<file path="config.mk">
export PLATFORM = sky130hd
export DESIGN_NAME = spm_cfg_regs
export DESIGN_NICKNAME = d
export VERILOG_FILES = /design/src/hdl/spm_map_pkg.sv /design/src/hdl/spm_cfg_regs.sv
export SDC_FILE = /design/constraint.sdc
export NUM_CORES = 1
export LEC_CHECK = 0
export BUFFER_PORTS_ARGS = -buffer_cell sky130_fd_sc_hd__buf_2
export CORE_ASPECT_RATIO = 1.2
export CORE_MARGIN = 2
export CORE_UTILIZATION = 40
export CTS_BUF_LIST = sky130_fd_sc_hd__clkbuf_16
export CTS_CLUSTER_DIAMETER = 200
export DETAILED_ROUTE_END_ITERATION = 6
export PLACE_DENSITY_LB_ADDON = 0.15
export SLEW_MARGIN = 20
export SYNTH_ARGS = -nofsm -noshare
export SYNTH_HDL_FRONTEND = slang
export SYNTH_SLANG_ARGS = --single-unit
</file>
<file path="constraint.sdc">
create_clock -name clk_i -period 8.94 [get_ports clk_i]
set_input_delay 0.447 -clock clk_i [delete_from_list [all_inputs] [get_ports clk_i]]
set_output_delay 0.447 -clock clk_i [all_outputs]
set_load 0.03 [all_outputs]
</file>
<file path="src/hdl/spm_map_pkg.sv">
// SPM address map package
// Widths, port counts, configuration register indices, reset values
// and the request target encoding shared by the subsystem

package spm_map_pkg;

  // ----------------------------------------------------------------------
  // Sizes
  // ----------------------------------------------------------------------
  localparam int unsigned NUM_CORES  = 2;
  localparam int unsigned ADDR_W     = 32;
  localparam int unsigned DATA_W     = 32;
  // Word index inside one SPM bank, 256 words
  localparam int unsigned SPM_ADDR_W = 8;
  // Byte offset bits below the word index
  localparam int unsigned BYTE_OFF_W = $clog2(DATA_W / 8);

  typedef logic [ADDR_W-1:0]     addr_t;
  typedef logic [DATA_W-1:0]     data_t;
  typedef logic [DATA_W/8-1:0]   strb_t;
  typedef logic [0:0]            core_id_t;
  typedef logic [1:0]            cfg_addr_t;

  // ----------------------------------------------------------------------
  // Configuration registers
  // ----------------------------------------------------------------------
  localparam cfg_addr_t CFG_TCDM_START = 2'd0;
  localparam cfg_addr_t CFG_TCDM_END   = 2'd1;
  localparam cfg_addr_t CFG_SPM_SIZE   = 2'd2;
  localparam cfg_addr_t CFG_FLUSH      = 2'd3;

  // 2 KiB window, upper 1 KiB mapped to the SPM after reset
  localparam addr_t TCDM_START_RST = 32'h1000_0000;
  localparam addr_t TCDM_END_RST   = 32'h1000_0800;
  localparam addr_t SPM_SIZE_RST   = 32'h0000_0400;

  // Destination of a decoded request
  typedef enum logic [1:0] {
    TGT_SPM   = 2'd0,
    TGT_CACHE = 2'd1,
    TGT_ERR   = 2'd2
  } target_e;

endpackage

</file>
<file path="src/hdl/spm_cfg_regs.sv">
// SPM configuration registers
// TCDM window, SPM size and flush bit, written by single-cycle strobes.
// Also keeps a registered copy of the SPM start address (end - size)

`timescale 1ns/1ps

module spm_cfg_regs import spm_map_pkg::*; (
  input  logic      clk_i,
  input  logic      arst_n_i,
  input  logic      cfg_we_i,
  input  cfg_addr_t cfg_addr_i,
  input  data_t     cfg_wdata_i,
  output addr_t     tcdm_start_o,
  output addr_t     tcdm_end_o,
  output addr_t     spm_start_o,
  output logic      flush_o
);

  addr_t tcdm_start_q;
  addr_t tcdm_end_q;
  addr_t spm_size_q;
  addr_t spm_start_q;
  logic  flush_q;

  // Next values of end and size, so the start tracks them without a lag
  addr_t tcdm_end_d;
  addr_t spm_size_d;

  assign tcdm_end_d = (cfg_we_i && cfg_addr_i == CFG_TCDM_END) ? cfg_wdata_i : tcdm_end_q;
  assign spm_size_d = (cfg_we_i && cfg_addr_i == CFG_SPM_SIZE) ? cfg_wdata_i : spm_size_q;

  always_ff @(posedge clk_i or negedge arst_n_i) begin
    if (!arst_n_i) begin
      tcdm_start_q <= TCDM_START_RST;
      tcdm_end_q   <= TCDM_END_RST;
      spm_size_q   <= SPM_SIZE_RST;
      spm_start_q  <= TCDM_END_RST - SPM_SIZE_RST;
      flush_q      <= 1'b0;
    end else begin
      if (cfg_we_i && cfg_addr_i == CFG_TCDM_START) begin
        tcdm_start_q <= cfg_wdata_i;
      end
      if (cfg_we_i && cfg_addr_i == CFG_FLUSH) begin
        flush_q <= cfg_wdata_i[0];
      end
      tcdm_end_q  <= tcdm_end_d;
      spm_size_q  <= spm_size_d;
      spm_start_q <= tcdm_end_d - spm_size_d;
    end
  end

  assign tcdm_start_o = tcdm_start_q;
  assign tcdm_end_o   = tcdm_end_q;
  assign spm_start_o  = spm_start_q;
  assign flush_o      = flush_q;

  // SPM must fit below the window end, or the start address wraps
  a_size_fits: assert property (@(posedge clk_i) disable iff (!arst_n_i)
    (cfg_we_i && cfg_addr_i == CFG_SPM_SIZE) |-> (addr_t'(cfg_wdata_i) <= tcdm_end_q))
    else $error("SPM size larger than TCDM window end");

endmodule

</file>
* Word level (Yosys, flattened, before mapping) *
Index checks and enable logic that the tools add are counted.

word-level totals
  register bits = 129
  input bits = 37
  output and inout bits = 97
  word-level logic and storage cells = 16

cells by class
  add/sub/neg operators = 1
  equal/unequal tests = 3
  mux-type cells = 2
  reductions and logical operators = 5

operators with widths
  kind                                                             count
  32-bit 2-to-1 mux                                                2
  32-bit subtractor                                                1
  2-bit == test, second input constant                             2
  1-bit logical AND                                                4
  2-bit by 1-bit == test with 1-bit output, second input constant  1
  2-bit logical NOT                                                1

* Depth between registers and ports, before layout *
  depth in word-level cells = 4
  gate-level depth with buffers = 17
  depth with buffers taken out = 14

* Worst setup path before layout *
Ideal clock, no wire load.

  path kind = input to register
  start point = input cfg_we_i
  end point = register spm_start_q[30] (netlist: spm_start_o[30])
  library setup time = 0.087 ns
  data arrival time = 3.687 ns
  data required time = 8.853 ns
  setup slack = 5.166 ns
  cell stages on the path = 17
  path buffers = 3
  cells stage by stage = buf_2 > nand3b_4 > buf_6 > clkbuf_1 > mux2_2 > ha_1 > inv_1 > fa_1 > a211o_1 > a211oi_1 > nor4bb_1 > o2111ai_1 > o211a_4 > a22oi_4 > nand4_4 > a2111o_1 > o211ai_1

on the way
  cells in the longest elaborated chain, start to end = 3
  elaborated cells on any way between the ends = 5
  classes of those cells = 1 x add/sub; 2 x mux; 2 x reduce/logical

ends and longest elaborated chain
  what                     line                source
  start: declaration       spm_cfg_regs.sv:10  input logic cfg_we_i,
  1-bit logical AND        spm_cfg_regs.sv:30  assign spm_size_d = (cfg_we_i && cfg_addr_i == CFG_SPM_SIZE) ? cfg_wdata_i : spm_size_q;
  32-bit 2-to-1 mux        spm_cfg_regs.sv:30
  named net spm_size_d[0]  spm_cfg_regs.sv:27  addr_t spm_size_d;
  32-bit subtractor        spm_cfg_regs.sv:48  spm_start_q <= tcdm_end_d - spm_size_d;
  end signal: assignment   spm_cfg_regs.sv:37  spm_start_q <= TCDM_END_RST - SPM_SIZE_RST;
  end signal: assignment   spm_cfg_regs.sv:48
  end: declaration         spm_cfg_regs.sv:22  addr_t spm_start_q;

The timed path passes the listed nets, and every way through them passes these cells.
A chain may end at the register's enable or synchronous reset.

* Worst setup path in the final report *
  start point = input cfg_addr_i[1]
  end point = register spm_start_q[31] (netlist: spm_start_o[31])

on the way
  cells in the longest elaborated chain, start to end = 4
  elaborated cells on any way between the ends = 7
  classes of those cells = 1 x add/sub; 2 x eq/ne; 2 x mux; 2 x reduce/logical

ends and longest elaborated chain
  what                                      line                source
  start: declaration                        spm_cfg_regs.sv:11  input cfg_addr_t cfg_addr_i,
  2-bit by 1-bit == test with 1-bit output  spm_cfg_regs.sv:29  assign tcdm_end_d = (cfg_we_i && cfg_addr_i == CFG_TCDM_END) ? cfg_wdata_i : tcdm_end_q;
  1-bit logical AND                         spm_cfg_regs.sv:29
  32-bit 2-to-1 mux                         spm_cfg_regs.sv:29
  named net tcdm_end_d[1]                   spm_cfg_regs.sv:26  addr_t tcdm_end_d;
  32-bit subtractor                         spm_cfg_regs.sv:48

The timed path passes the listed nets, and every way through them passes these cells.

==> metrics.md <==
| Metric | Value |
|---|---|
| Status | completed |
| Worst path arrival time | 4.42 ns |
| Clock Path Buffers | 2 |
| Post-CTS Setup Bufs | 0 |
| Layout cells sized above 1 | 31.3% |
| CTS tree | done |
| Final core occ | 49.6% |
| GR Util All Layers | 18.6% |
| Slew headroom | 39.0% |
| Htree depth | 4 |
| Final setup viols | 0 |
| Largest family of logic cells by synthesized area | multiplexers |
| Path depth of the worst reg2reg path | 11 |
| Yosys cell types | 60 |
| CP endpoint kind | register |
| Proportion of power drawn by the clock network | 26.8% |
| Initial DRT Pass Iterations | 5 |
| XOR/XNOR Fraction of Synth Area | 4.63% |
| Post-synthesis adder-cell area fraction | 6.32% |
| Area share of the largest cell type after synthesis | 49.3% |
| Final Hold Fails | 0 |
| # diodes | 0 |
| Unrepaired setup endpoints after global routing | false |
| DRC Markers | 0 |
| Post-synth ARST share | 100% |
| Routability cong. | 0.830 |
| Remaining Overflow, GRT | 0 |
| Peak supply drop | 0.146 mV |
| Clock Skew | 0.00879 ns |
| Setup TNS | 0 ns |
| Worst Path Max Fanout | 34 |
| Post-Syn Nets | 633 |
| P_sw | 0.937 mW |
| Initial antenna violation count | 0 |
| Most common cell in the netlist | dfrtp_1 |
| Synth Area in Compound Gates | 10.5% |
| Worst-path clk slew | 0.06 ns |
| #FFs+latches synth | 129 |
| Number of global-route vias before repair | 4694 |
| Post-DR wirelength/cell | 15.8 um |
| Synthesis-to-finish area growth | 22.8% |
| Sequential power share | 33.8% |
| DP HPWL | 10400 um |
| Top post-synthesis cells by area | dfrtp_1 (49%), mux2_2 (6.7%), nand2_1 (6.0%) |
| Core Box Area | 15500 um^2 |
| Routed WL | 14600 um |
| Logic pwr share | 39.4% |
| Slew @ Worst Pin | 0.911 ns |
| Die Area | 16600 um^2 |
| DR vias/cell | 4.97 |
| Nets | 770 |
| Crit path required time | 9.28 ns |
| Ports | 134 |
| Main synth FF type | dfrtp_1 |
| Sw Ratio | 39.3% |
| Mux contribution to synthesized area | 11.6% |
| Via count | 4596 |
| Mapped cell area | 6240 um^2 |
| Starting DRT DRC Count | 138 |
| First-pass GRT wire length | 24300 um |
| Starting Density | 40.4% |
| Seq/Total Area, Yosys | 51.9% |
| Static leakage | 4.03 nW |
| Post-synth top cells | dfrtp_1 (123), nand2_1 (100), inv_1 (41), mux2_2 (37) |
| Syn Inst Count | 566 |
| R2r startpoint | spm_size_q[1]$_DFF_PN0_ |
| Hold Path Class | primary input to async pin |
| Pint | 1.45 mW |
| Final ANT Viol Nets | 0 |
| Fin area | 7660 um^2 |
| R2r setup slk | 5.60 ns |
| Max Slew Vio Count | 0 |
| Post-synth EDFFs | 0 |
| Post-Synth Simple-Gate Area | 11.2% |
| Worst-Skew Late Latency | 0.42 ns |
| Post_cts resized | 0 |
| IO Port Bufs | 133 |
| Row count | 50 |
| MaxCap Viol Count | 0 |
| Hold slack final | 0.0380 ns |
| Dominant cell type by area after synthesis | dfrtp_1 |
| Worst Setup Start Kind | primary input |
| CTS root buf | clkbuf_16 |
| Tmin final | 4.08 ns |
| F_max | 245 MHz |
| Hold buffers post-CTS | 0 |
| Critical path class | primary input to register |
| Clk sinks | 129 |
| Ys Warns | 0 |
| Final Cycle Share | 45.6% |
| Cell Area, Placed | 7110 um^2 |
| Die height | 141 um |
| Die W | 118 um |
| CTS buffer count | 17 |
| Pwr/cell area | 311 nW/um^2 |
| FF-to-FF End | spm_start_o[31]$_DFF_PN0_ |
| Post-Syn Area per Cell | 11.0 um^2 |
| Largest net degree at the start of global routing | 83 |
-- registers in the layout, summed over array words and instances (netlist names), named ones only --
| signal | cells |
|---|---|
| spm_size_q | 32 |
| tcdm_end_o | 30 |
| flush_o | 1 |
| spm_start_o | 32 |
| tcdm_start_o | 32 |
-- power by group through the flow --
| stage | Clock, mW | Sequential [mW] | Combinational (mW) |
|---|---|---|---|
| after global placement | 0 | 0.813 | 0.937 |
| after CTS | 0.653 | 0.809 | 0.950 |
| after detailed placement | 0 | 0.817 | 0.946 |
| after floorplan | 0 | 1.06 | 0.426 |
| final | 0.639 | 0.805 | 0.939 |
| after global routing | 0.680 | 0.822 | 1.02 |
-- worst max-delay path by stage --
stage / endpoint / from / slack [ns]
CTS: spm_start_o[24]$_DFF_PN0_ / cfg_addr_i[1] / 4.84
global placement: spm_start_o[24]$_DFF_PN0_ / cfg_addr_i[1] / 4.52
detailed placement: spm_start_o[24]$_DFF_PN0_ / cfg_addr_i[1] / 4.40
global route: spm_start_o[31]$_DFF_PN0_ / cfg_addr_i[1] / 4.50
finish: spm_start_o[31]$_DFF_PN0_ / cfg_addr_i[1] / 4.86
floorplan: spm_start_o[30]$_DFF_PN0_ / cfg_we_i / 5.17
-- logic make-up after synthesis --
logic type,after synthesis
compound gates,93
buf+inv,59
flops,129
mux,67
fa+ha+maj,31
xor+xnor,33
simple gates,154
-- metrics by stage --
stage	instances	total power [mW]	setup slack, ns
after floorplan	566	1.49	5.17
after global placement	892	1.75	4.52
after detailed placement	892	1.76	4.40
after CTS	924	2.41	4.84
after global routing	924	2.52	4.50
final	924	2.38	4.86
-- cell usage in the layout, fill, tap and decap left out, drive strengths merged, types with 2 or more instances in the layout --
master    count
a211oi        5
a21o         15
a21oi        27
a31oi         2
and2          2
and3          3
buf         136
clkbuf       17
clkinv        9
clkinvlp      5
dfrtp       123
dfstp         6
ha           29
inv          41
mux2         38
mux2i        29
nand2       100
nand2b        2
nand3         8
nand3b        2
nor2         19
nor2b         4
nor3b         2
nor4bb        2
o211a         2
o211ai        3
o21a          5
o21ai        10
o21bai        5
o22ai         2
o311a         2
o31a          2
or2           4
or3           2
xnor2        20
xor2         13
-- layer usage --
| metal | track usage, % | share of wire, % | routed length, um | vias up |
|---|---|---|---|---|
| li1 | - | - | - | 2206 |
| met4 | 6.34 | 1.7 | 252 | 0 |
| met5 | 0 | 0 | 0 | - |
| met2 | 31.8 | 51 | 7400 | 107 |
| met1 | 22.8 | 43 | 6300 | 2265 |
| met3 | 5.06 | 4.3 | 621 | 18 |
-- cell type report --
cell class,instances,area (um^2)
clock buffers,17,425
clock inverters,15,121
inverters,41,154
well taps,208,260
flip-flops and latches,129,3240
multi-input cells,378,2770
repair buffers,136,694
fillers,1455,7790
-- critical path, stage by stage --
cell      delay (ns)
buf_2           0.16
nand3b_2        0.82
nand2_1         0.26
nand2_1         0.15
ha_1            0.30
nor2b_1         0.14
o31a_1          0.28
o311a_1         0.33
o21ai_0         0.24
o221ai_1        0.22
o21ai_0         0.33
a31oi_1         0.25
a41oi_1         0.32
xor2_1          0.16
Power figures use the tool's default switching activity.
